$ cat src/hdl/fetch_pkg.sv
package fetch_pkg;

	// ------------------------------------------------------------
	// opcode classes and major opcodes
	// ------------------------------------------------------------

	typedef enum logic [3:0] {
		OP_LOAD,
		OP_STORE,
		OP_BRANCH,
		OP_JAL,
		OP_JALR,
		OP_OP,
		OP_OP_IMM,
		OP_LUI,
		OP_AUIPC,
		OP_SYSTEM,
		OP_COMPRESSED,
		OP_OTHER
	} op_class_e;

	// bits 6:2 of a 32-bit instruction.
	typedef enum logic [4:0] {
		OPC_LOAD   = 5'b00000,
		OPC_STORE  = 5'b01000,
		OPC_BRANCH = 5'b11000,
		OPC_JAL    = 5'b11011,
		OPC_JALR   = 5'b11001,
		OPC_OP     = 5'b01100,
		OPC_OP_IMM = 5'b00100,
		OPC_LUI    = 5'b01101,
		OPC_AUIPC  = 5'b00101,
		OPC_SYSTEM = 5'b11100
	} rv_opcode_e;

	// ------------------------------------------------------------
	// datapath structs
	// ------------------------------------------------------------

	typedef struct packed {
		logic        valid;
		logic [31:0] rdata;
		logic        err;
	} mem_rsp_t;

	typedef struct packed {
		logic [31:0] rdata;
		logic        err;
	} fifo_entry_t;

	typedef struct packed {
		logic [31:0] instr;
		logic [31:0] addr;
		logic        err;
		logic        err_plus2; // only the second word faulted.
	} fifo_out_t;

	typedef struct packed {
		logic [31:0] instr;
		logic [31:0] addr;
		logic        err;
		logic        err_plus2;
		logic        is_compressed;
		op_class_e   op_class;
	} fetch_out_t;

endpackage

$ cat src/hdl/fetch_req_ctrl.sv
`timescale 1ns/1ps

module fetch_req_ctrl
	import fetch_pkg::*;
#(
	parameter int NUM_REQS = 2
) (
	input  logic                clk_i,
	input  logic                rst_ni,
	input  logic                fetch_en_i,
	input  logic                redirect_i,
	input  logic [31:0]         redirect_addr_i,
	input  logic [NUM_REQS-1:0] fifo_busy_i,
	output logic                mem_req_o,
	output logic [31:0]         mem_addr_o,
	input  logic                mem_gnt_i,
	input  mem_rsp_t            mem_rsp_i,
	output mem_rsp_t            fifo_in_o,
	output logic                fifo_clear_o
);

	localparam int CNT_W = $clog2(NUM_REQS + 1);

	logic [31:2]      fetch_addr_q;
	logic [CNT_W-1:0] outstanding_q;
	logic [CNT_W-1:0] outstanding_d;
	logic [CNT_W-1:0] discard_q;
	logic [CNT_W-1:0] discard_d;
	logic             room;
	logic             req_accept;
	logic             rsp_stale;

	// ------------------------------------------------------------
	// request side
	// ------------------------------------------------------------

	// outstanding plus buffered words must leave space for every response.
	assign room = (int'(outstanding_q) + $countones(fifo_busy_i)) < NUM_REQS;

	// held off in the redirect cycle, target goes out next cycle.
	assign mem_req_o  = fetch_en_i & room & ~redirect_i;
	assign mem_addr_o = {fetch_addr_q, 2'b00};
	assign req_accept = mem_req_o & mem_gnt_i;

	always_ff @(posedge clk_i or negedge rst_ni) begin
		if (!rst_ni) begin
			fetch_addr_q <= '0;
		end else if (redirect_i) begin
			fetch_addr_q <= redirect_addr_i[31:2];
		end else if (req_accept) begin
			fetch_addr_q <= fetch_addr_q + 30'd1;
		end
	end

	// ------------------------------------------------------------
	// response side
	// ------------------------------------------------------------

	assign rsp_stale = (discard_q != '0);

	always_comb begin
		fifo_in_o       = mem_rsp_i;
		fifo_in_o.valid = mem_rsp_i.valid & ~rsp_stale & ~redirect_i;
	end

	assign fifo_clear_o = redirect_i;

	always_comb begin
		outstanding_d = outstanding_q + CNT_W'(req_accept) - CNT_W'(mem_rsp_i.valid);
		if (redirect_i) begin
			discard_d = outstanding_d; // everything still in flight is stale.
		end else if (mem_rsp_i.valid && rsp_stale) begin
			discard_d = discard_q - 1'b1;
		end else begin
			discard_d = discard_q;
		end
	end

	always_ff @(posedge clk_i or negedge rst_ni) begin
		if (!rst_ni) begin
			outstanding_q <= '0;
			discard_q     <= '0;
		end else begin
			outstanding_q <= outstanding_d;
			discard_q     <= discard_d;
		end
	end

	// ------------------------------------------------------------
	// checks
	// ------------------------------------------------------------

	a_outstanding_bound: assert property (
		@(posedge clk_i) disable iff (!rst_ni)
		int'(outstanding_q) <= NUM_REQS
	);

	// memory sees a steady address until it grants.
	a_addr_stable: assert property (
		@(posedge clk_i) disable iff (!rst_ni)
		mem_req_o && !mem_gnt_i |=> $stable(mem_addr_o)
	);

endmodule

$ cat src/hdl/fetch_fifo.sv
`timescale 1ns/1ps

module fetch_fifo
	import fetch_pkg::*;
#(
	parameter int NUM_REQS = 2
) (
	input  logic                clk_i,
	input  logic                rst_ni,
	input  logic                clear_i,
	input  logic [31:0]         redirect_addr_i,
	output logic [NUM_REQS-1:0] busy_o,
	input  mem_rsp_t            in_i,
	output logic                out_valid_o,
	input  logic                out_ready_i,
	output fifo_out_t           out_o
);

	localparam int DEPTH = NUM_REQS + 1;

	fifo_entry_t [DEPTH-1:0] entry_q;
	fifo_entry_t [DEPTH-1:0] entry_d;
	fifo_entry_t [DEPTH:0]   entry_src;
	fifo_entry_t             in_entry;
	fifo_entry_t             head;
	fifo_entry_t             second;
	logic [DEPTH-1:0]        valid_q;
	logic [DEPTH-1:0]        valid_d;
	logic [DEPTH-1:0]        valid_pushed;
	logic [DEPTH:0]          pushed_ext;
	logic [DEPTH-1:0]        lowest_free;
	logic [DEPTH-1:0]        entry_en;
	logic [31:1]             instr_addr_q;
	logic [31:1]             instr_addr_next;
	logic                    aligned_is_c;
	logic                    unaligned_is_c;
	logic                    valid_any;
	logic                    valid_pair;
	logic                    err_pair;
	logic                    incr_two;
	logic                    out_fire;
	logic                    pop_fifo;

	// ------------------------------------------------------------
	// output word selection, with bypass from the input
	// ------------------------------------------------------------

	assign in_entry = '{rdata: in_i.rdata, err: in_i.err};
	assign head     = valid_q[0] ? entry_q[0] : in_entry;
	assign second   = valid_q[1] ? entry_q[1] : in_entry;

	assign aligned_is_c   = (head.rdata[1:0] != 2'b11);
	assign unaligned_is_c = (head.rdata[17:16] != 2'b11);

	assign valid_any  = valid_q[0] | in_i.valid;
	assign valid_pair = valid_q[1] | (valid_q[0] & in_i.valid);
	assign err_pair   = head.err | (second.err & ~unaligned_is_c); // second word only if touched.

	always_comb begin
		out_o.addr = {instr_addr_q, 1'b0};
		if (instr_addr_q[1]) begin
			out_o.instr     = {second.rdata[15:0], head.rdata[31:16]};
			out_o.err       = err_pair;
			out_o.err_plus2 = err_pair & ~head.err;
			out_valid_o     = (unaligned_is_c ? valid_any : valid_pair) & ~clear_i;
		end else begin
			out_o.instr     = head.rdata;
			out_o.err       = head.err;
			out_o.err_plus2 = 1'b0;
			out_valid_o     = valid_any & ~clear_i;
		end
	end

	assign out_fire = out_valid_o & out_ready_i;

	// ------------------------------------------------------------
	// instruction address
	// ------------------------------------------------------------

	assign incr_two        = instr_addr_q[1] ? unaligned_is_c : aligned_is_c;
	assign instr_addr_next = instr_addr_q + (incr_two ? 31'd1 : 31'd2);

	always_ff @(posedge clk_i or negedge rst_ni) begin
		if (!rst_ni) begin
			instr_addr_q <= '0;
		end else if (clear_i) begin
			instr_addr_q <= redirect_addr_i[31:1];
		end else if (out_fire) begin
			instr_addr_q <= instr_addr_next;
		end
	end

	// ------------------------------------------------------------
	// shift-down queue
	// ------------------------------------------------------------

	// head word is done once its upper half has gone out.
	assign pop_fifo = out_fire & (instr_addr_q[1] | ~aligned_is_c);

	assign lowest_free  = ~valid_q & {valid_q[DEPTH-2:0], 1'b1};
	assign valid_pushed = valid_q | (lowest_free & {DEPTH{in_i.valid}});
	assign pushed_ext   = {1'b0, valid_pushed};

	always_comb begin
		entry_src[DEPTH] = in_entry;
		valid_d          = pop_fifo ? (valid_pushed >> 1) : valid_pushed;
		if (clear_i) begin
			valid_d = '0;
		end
		for (int i = 0; i < DEPTH; i++) begin
			entry_src[i] = valid_q[i] ? entry_q[i] : in_entry;
		end
		for (int i = 0; i < DEPTH; i++) begin
			if (pop_fifo) begin
				entry_en[i] = pushed_ext[i+1];
				entry_d[i]  = entry_src[i+1]; // move down one slot.
			end else begin
				entry_en[i] = in_i.valid & lowest_free[i];
				entry_d[i]  = in_entry;
			end
		end
	end

	always_ff @(posedge clk_i or negedge rst_ni) begin
		if (!rst_ni) begin
			valid_q <= '0;
			entry_q <= '0;
		end else begin
			valid_q <= valid_d;
			for (int i = 0; i < DEPTH; i++) begin
				if (entry_en[i]) begin
					entry_q[i] <= entry_d[i];
				end
			end
		end
	end

	assign busy_o = valid_q[DEPTH-1:1];

	// request flow control must keep a slot free for every response.
	a_no_overflow: assert property (
		@(posedge clk_i) disable iff (!rst_ni)
		in_i.valid |-> !(&valid_q)
	);

endmodule

$ cat src/hdl/instr_predecode.sv
`timescale 1ns/1ps

module instr_predecode
	import fetch_pkg::*;
(
	input  logic       fifo_valid_i,
	output logic       fifo_ready_o,
	input  fifo_out_t  fifo_i,
	output logic       out_valid_o,
	input  logic       out_ready_i,
	output fetch_out_t out_o
);

	logic      is_compressed;
	op_class_e op_class;

	// pure labelling, the handshake passes straight through.
	assign out_valid_o  = fifo_valid_i;
	assign fifo_ready_o = out_ready_i;

	assign is_compressed = (fifo_i.instr[1:0] != 2'b11);

	// ------------------------------------------------------------
	// opcode class
	// ------------------------------------------------------------

	always_comb begin
		if (fifo_i.err) begin
			op_class = OP_OTHER;
		end else if (is_compressed) begin
			op_class = OP_COMPRESSED;
		end else begin
			case (fifo_i.instr[6:2])
				OPC_LOAD:   op_class = OP_LOAD;
				OPC_STORE:  op_class = OP_STORE;
				OPC_BRANCH: op_class = OP_BRANCH;
				OPC_JAL:    op_class = OP_JAL;
				OPC_JALR:   op_class = OP_JALR;
				OPC_OP:     op_class = OP_OP;
				OPC_OP_IMM: op_class = OP_OP_IMM;
				OPC_LUI:    op_class = OP_LUI;
				OPC_AUIPC:  op_class = OP_AUIPC;
				OPC_SYSTEM: op_class = OP_SYSTEM;
				default:    op_class = OP_OTHER;
			endcase
		end
	end

	// ------------------------------------------------------------
	// output
	// ------------------------------------------------------------

	always_comb begin
		out_o.instr = fifo_i.instr;
		if (is_compressed) begin
			out_o.instr[31:16] = 16'h0000; // upper half belongs to the next one.
		end
		out_o.addr          = fifo_i.addr;
		out_o.err           = fifo_i.err;
		out_o.err_plus2     = fifo_i.err_plus2;
		out_o.is_compressed = is_compressed;
		out_o.op_class      = op_class;
	end

endmodule

$ cat src/hdl/prefetch_top.sv
`timescale 1ns/1ps

module prefetch_top
	import fetch_pkg::*;
#(
	parameter int NUM_REQS = 2
) (
	input  logic        clk_i,
	input  logic        rst_ni,
	// core side
	input  logic        fetch_en_i,
	input  logic        redirect_i,
	input  logic [31:0] redirect_addr_i,
	output logic        out_valid_o,
	input  logic        out_ready_i,
	output fetch_out_t  out_instr_o,
	// memory side
	output logic        mem_req_o,
	output logic [31:0] mem_addr_o,
	input  logic        mem_gnt_i,
	input  mem_rsp_t    mem_rsp_i
);

	mem_rsp_t            fifo_in;
	logic                fifo_clear;
	logic [NUM_REQS-1:0] fifo_busy;
	fifo_out_t           fifo_out;
	logic                fifo_valid;
	logic                fifo_ready;

	fetch_req_ctrl #(
		.NUM_REQS(NUM_REQS)
	) req_ctrl_i (
		.clk_i          (clk_i),
		.rst_ni         (rst_ni),
		.fetch_en_i     (fetch_en_i),
		.redirect_i     (redirect_i),
		.redirect_addr_i(redirect_addr_i),
		.fifo_busy_i    (fifo_busy),
		.mem_req_o      (mem_req_o),
		.mem_addr_o     (mem_addr_o),
		.mem_gnt_i      (mem_gnt_i),
		.mem_rsp_i      (mem_rsp_i),
		.fifo_in_o      (fifo_in),
		.fifo_clear_o   (fifo_clear)
	);

	fetch_fifo #(
		.NUM_REQS(NUM_REQS)
	) fifo_i (
		.clk_i          (clk_i),
		.rst_ni         (rst_ni),
		.clear_i        (fifo_clear),
		.redirect_addr_i(redirect_addr_i),
		.busy_o         (fifo_busy),
		.in_i           (fifo_in),
		.out_valid_o    (fifo_valid),
		.out_ready_i    (fifo_ready),
		.out_o          (fifo_out)
	);

	instr_predecode predecode_i (
		.fifo_valid_i(fifo_valid),
		.fifo_ready_o(fifo_ready),
		.fifo_i      (fifo_out),
		.out_valid_o (out_valid_o),
		.out_ready_i (out_ready_i),
		.out_o       (out_instr_o)
	);

endmodule

$ cat config.mk
export PLATFORM = sky130hd
export DESIGN_NAME = prefetch_top
export DESIGN_NICKNAME = d
export VERILOG_FILES = /design/src/hdl/fetch_pkg.sv /design/src/hdl/fetch_req_ctrl.sv /design/src/hdl/fetch_fifo.sv /design/src/hdl/instr_predecode.sv /design/src/hdl/prefetch_top.sv
export SDC_FILE = /design/constraint.sdc
export NUM_CORES = 1
export LEC_CHECK = 0
export ABC_CLOCK_PERIOD_IN_PS = 5400
export BUFFER_PORTS_ARGS = -buffer_cell sky130_fd_sc_hd__buf_2
export CAP_MARGIN = 25
export CORE_MARGIN = 3
export CORE_UTILIZATION = 55
export CTS_BUF_LIST = sky130_fd_sc_hd__clkbuf_16
export DETAILED_ROUTE_END_ITERATION = 8
export PLACE_DENSITY_LB_ADDON = 0.12
export SYNTH_ARGS = -nofsm -noshare
export SYNTH_HDL_FRONTEND = slang
export SYNTH_HIERARCHICAL = 1
export SYNTH_SLANG_ARGS = --single-unit
$ cat constraint.sdc
create_clock -name clk_i -period 5.4 [get_ports clk_i]
set_input_delay 0.54 -clock clk_i [delete_from_list [all_inputs] [get_ports clk_i]]
set_output_delay 0.54 -clock clk_i [all_outputs]
set_load 0.03 [all_outputs]
### Word level (Yosys, flattened, before mapping)

Memory sizes are Yosys's and may differ from the RTL's.
Cells that the tools add are included.
W data, S select, Z words.

| storage, ports and cells | value |
|---|---|
| bits in registers | 167 |
| bits in read-only memories | 128 |
| input port bits | 72 |
| output and inout port bits | 105 |
| word-level logic and storage cells | 81 |
| memories | 1 |

Memories:

| name | words | bits a word | read ports | clocked after Yosys merged registers in | wr ports | RTL line | RTL |
|---|---|---|---|---|---|---|---|
| (name not given) | 32 | 4 | 1 | 0 | 0 | instr_predecode.sv:33 | `case (fifo_i.instr[6:2])` |

| cells by class | value |
|---|---|
| add/subtract/negate cells | 7 |
| order comparisons | 1 |
| equality and inequality tests | 3 |
| muxes and demuxes | 25 |
| bitwise operators | 28 |
| reductions and logical operators | 5 |

Operator list:

| cell | count |
|---|---|
| $mux W33 | 5 |
| $mux W31 | 2 |
| $mux W30 | 2 |
| $add A3 B32 Y32 | 1 |
| $lt A32 B3 Y1 const B | 1 |
| $mux W32 | 1 |
| $add A31 B31 Y31 | 1 |
| $add A30 B1 Y30 const B | 1 |
| $mux W16 | 1 |
| $and A1 B1 Y1 | 15 |
| $mux W2 | 4 |
| $mux W4 | 2 |
| $reduce_bool A2 Y1 | 4 |
| $and A3 B3 Y3 | 2 |
| $mux W1 | 6 |
| $mux W3 | 2 |
| $ne A2 B2 Y1 const B | 3 |
| $not A1 Y1 | 5 |
| $or A1 B1 Y1 | 4 |
| $not A3 Y3 | 1 |
| $or A3 B3 Y3 | 1 |
| $add A1 B1 Y2 | 1 |
| $add A2 B1 Y2 | 1 |
| $sub A2 B1 Y2 | 1 |
| 2 further kinds | 2 |

### Depth between registers and ports, before layout

| logic depth | value |
|---|---|
| word-level depth | 13 |
| mapped depth | 14 |

### Modules after synthesis

The synthesis kept the hierarchy.

Modules (own cells, without submodules):

| module | times used | cells an instance | area each (µm²) | seq. area each (µm²) |
|---|---|---|---|---|
| fetch_fifo | 1 | 733 | 7415.9 | 3328.2 |
| fetch_req_ctrl | 1 | 275 | 2362.3 | 850.8 |
| instr_predecode | 1 | 96 | 660.6 | 0.0 |

### Worst setup path after synthesis

No wires, ideal clock.

| path | value |
|---|---|
| path kind | flip-flop to output port |
| start | reg fifo_i.valid_q[0] |
| end | out out_instr_o[0] (netlist bit) |
| arrival | 2.846 ns |
| slack | 2.014 ns |
| cell stages (with the launch flop) | 7 |
| buffers on the path | 3 |
| path through | dfrtp_1 > buf_2 > buf_1 > buf_2 > mux4_2 > nor4b_1 > o31ai_1 |

RTL lines:

| item | RTL line | RTL |
|---|---|---|
| start: declaration | fetch_fifo.sv:27 | `logic [DEPTH-1:0] valid_q;` |
| start signal: assignment | fetch_fifo.sv:129 | `valid_q <= valid_d;` |
| end: declaration | prefetch_top.sv:16 | `output fetch_out_t out_instr_o,` |

==> results.md <==
- Post-synth top area cell: dfrtp_1
- Core Box Area: 18300 um^2
- Setup total negative slack: 0 ns
- Clock transition at the registers of the reported paths: 0.06 ns
- Critical Path End Type: output port
- First-pass GRT wire length: 43800 um
- Ranking of synthesized cells by area: dfrtp_1 40%, mux2i_1 8.2%, buf_4 6.8%, nand2_1 4.2%, mux4_2 3.5%
- Post-synth EDFFs: 0
- CTS Sinks: 167
- IO buf count: 172
- Cell Rows: 49
- Die ar.: 20700 um^2
- Final Cell Area: 11300 um^2
- Worst vdd ir: 0.000233 V
- Synth Flop Type: dfrtp_1
- Rel. slew slack: 47.5%
- Ys Warns: 6
- Hold Violations, Final: 0
- Vias in the first global route: 7740
- Place WS: 1.81 ns
- Post-CTS Setup Inserts: 0
- Post-route ant nets: 0
- Wire per inst: 20.0 um
- Largest net degree at the start of global routing: 68
- CTS tree: built
- Hold WS: 0.0707 ns
- Leakage power: 5.54 nW
- Final wirelength: 27700 um
- Reg power frac: 42.1%
- Critical Path RT: 4.86 ns
- Initial core utilization: 56.9%
- I/O pins: 177
- Sw frac: 36.1%
- Synth cell types: 73
- Switching power: 1.57 mW
- Max stage delay on crit path: 0.70 ns
- Worst endpoint data arrival time: 3.09 ns
- Initial antenna violation count: 2
- Clk pwr share: 28.9%
- CTS max path bufs: 2
- # setup viols final: 0
- Cells along the critical path: buf_4 -> mux4_2 -> and2_1 -> o311a_1 -> o21ai_2 -> buf_2
- Syn-to-layout area delta: 8.70%
- Outcome: completed
- CTS H-Tree Depth: 4
- Cell total after placement: 1357
- Gr ovfl total: 0
- Die Height: 144 um
- RSZ-0062 raised after global routing: no
- Crit Path Max Fanout: 52
- Yosys top cell area share: 40.0%
- Power Density: 384 nW/um^2
- Placed cell area: 10700 um^2
- Hpwl dp: 19000 um
- Period utilization: 67.3%
- Slowest-stage cell, CP: mux4_2
- Post-CTS resize count: 0
- Fin util: 61.9%
- Worst Setup Path Type: flip-flop to output port
- Number of hold buffers added after cts: 0
- Post-synth ARST share: 100%
- Post-layout min period: 3.63 ns
- R2R cell count: 9
- Horiz. Die Dim: 144 um
- Total of max-cap violations: 0
- Register area: 4180 um^2
- Peak Freq: 275 MHz
- Post-synthesis sequential area ratio: 40.0%
- Worst skew pair latency: 0.42 ns
- Multi-input gate area in the final layout: 5220 um^2
- Startpoint Class: flip-flop
- Comb power frac: 29.0%
- Vias: 8470
- DR vias/cell: 6.09
- Final Non-Filler Cells: 1390
- DR pass1 iterations: 5
- Hold WC Path Type: input pin to asynchronous set/reset pin
- Tightest Pin Transition: 0.785 ns
- Internal cell power: 2.78 mW
- Tot Pwr: 4.36 mW
- Drt first-iter violations: 729
- GR Util All Layers: 27.1%
- Worst reg-to-reg setup slack: 1.80 ns
- DRC viols: 0
- Syn_area_per_cell: 9.46 um^2
- #FFs+latches synth: 167
- Max-slew violations: 0
- Total CTS buffers: 17
- Placer congestion estimate: 0.919
- Fin worst setup slack: 1.77 ns
- Area of the mapped netlist: 10400 um^2
- Nets@finish: 1226
- Worst clock skew: 0.0106 ns
- Root Driver: clkbuf_16
- Cells after Synth: 1104
- Layout cells sized above 1: 23.3%
- Fillers: 1602
==> worst paths after layout <==
path                                                            end                                from
worst max-delay path                                 out_instr_o[3]         fifo_i/valid_q[0]$_DFF_PN0_
worst min-delay path            fifo_i/instr_addr_q[26]$_DFFE_PN0P_                              rst_ni
worst max register to register  fifo_i/instr_addr_q[23]$_DFFE_PN0P_  fifo_i/instr_addr_q[1]$_DFFE_PN0P_
worst min register to register       fifo_i/entry_q[21]$_DFFE_PN0P_      fifo_i/entry_q[54]$_DFFE_PN0P_
max in group asynchronous            fifo_i/entry_q[29]$_DFFE_PN0P_                              rst_ni
min in group clk_i               fifo_i/instr_addr_q[1]$_DFFE_PN0P_                  redirect_addr_i[1]
==> synth_stat cells, types with 4 or more instances <==
cell and count:
dfrtp_1 167, nand2_1 117, buf_4 94, mux2i_1 85, a21oi_1 64, o21ai_0 59, nor2_1 58, clkbuf_1 48
nand3_1 37, and3_1 36, a211oi_1 19, mux2_1 19, nor2b_1 19, inv_1 17, nor3_1 17, xnor2_1 17
mux4_2 16, mux2_2 15, buf_2 14, nand4_1 14, nor4_1 13, or4_1 13, o211ai_1 12, o21ai_1 12
or3_1 12, o311ai_0 10, a31oi_1 7, ha_1 6, o31ai_1 6, and2_1 5, a22oi_1 4, buf_1 4
nand2b_1 4
==> sequential cells by signal, indices dropped and copies added, names as in the netlist <==
signal,cells
fifo_i/entry_q,99
fifo_i/instr_addr_q,31
req_ctrl_i/fetch_addr_q,30
fifo_i/valid_q,3
req_ctrl_i/discard_q,2
req_ctrl_i/outstanding_q,2
==> power by group through the flow <==
stage | Combinational (mW) | Sequential (mW) | Clock [mW]
3_5_place_dp | 1.26 | 1.85 | 0
6_report | 1.26 | 1.83 | 1.26
4_1_cts | 1.26 | 1.83 | 1.27
5_1_grt | 1.39 | 1.88 | 1.33
2_1_floorplan | 1.00 | 1.81 | 0
3_3_place_gp | 1.23 | 1.84 | 0
==> layout by cell type, fill, tap and decap left out, types with 10 or more instances in the layout <==
cell	netlist	routed
a211oi_1	19	19
a21oi_1	64	64
and3_1	36	35
buf_2	14	171
buf_4	94	11
clkbuf_16	0	17
dfrtp_1	167	165
inv_1	17	17
mux2_1	19	19
mux2_2	15	15
mux2i_1	85	85
mux4_2	16	16
nand2_1	117	117
nand3_1	37	36
nand4_1	14	14
nor2_1	58	58
nor2b_1	19	19
nor3_1	17	17
nor4_1	13	13
o211ai_1	12	12
o21ai_0	59	59
o21ai_1	12	12
o311ai_0	10	10
or3_1	12	12
or4_1	13	13
xnor2_1	17	17
==> layer usage <==
| layer | part of all wire (%) | vias up | global-route usage [%] |
|---|---|---|---|
| li1 | - | 3993 | - |
| met1 | 48 | 4148 | 42.8 |
| met2 | 44 | 305 | 38.8 |
| met3 | 7.7 | 22 | 5.49 |
| met4 | 1.0 | 2 | 5.35 |
| met5 | 0.072 | - | 0 |
==> cell families after synthesis <==
| kind of cell | after synthesis | synth area share [%] |
|---|---|---|
| AOI/OAI and AO/OA | 224 | 13.4 |
| xor gates and xnor gates | 18 | 1.51 |
| adders and majority gates | 7 | 0.911 |
| buffers and inverters | 182 | 10.2 |
| DFF | 167 | 40.0 |
| muxes | 135 | 15.3 |
| other | 2 | 0.0719 |
| and+or+nand+nor | 369 | 18.6 |
==> worst max-delay path, delay by kind of cell, from the launching register on <==
family	cells	cell delay (ns)
buffers and inverters	2	0.77
muxes	1	0.70
AOI/OAI and AO/OA	2	0.46
DFF	1	0.53
and+or+nand+nor	1	0.19
==> layout make-up <==
cell class                      count  area share (%)
Tap cell                          229            2.53
Inverter                           20           0.662
Sequential cell                   167            36.9
Clock inverter                     15            1.55
Antenna cell                        1          0.0221
Clock buffer                       17            3.75
Multi-Input combinational cell    756            46.0
Timing Repair Buffer              185            8.64
(Power assumes the default switching activity.)
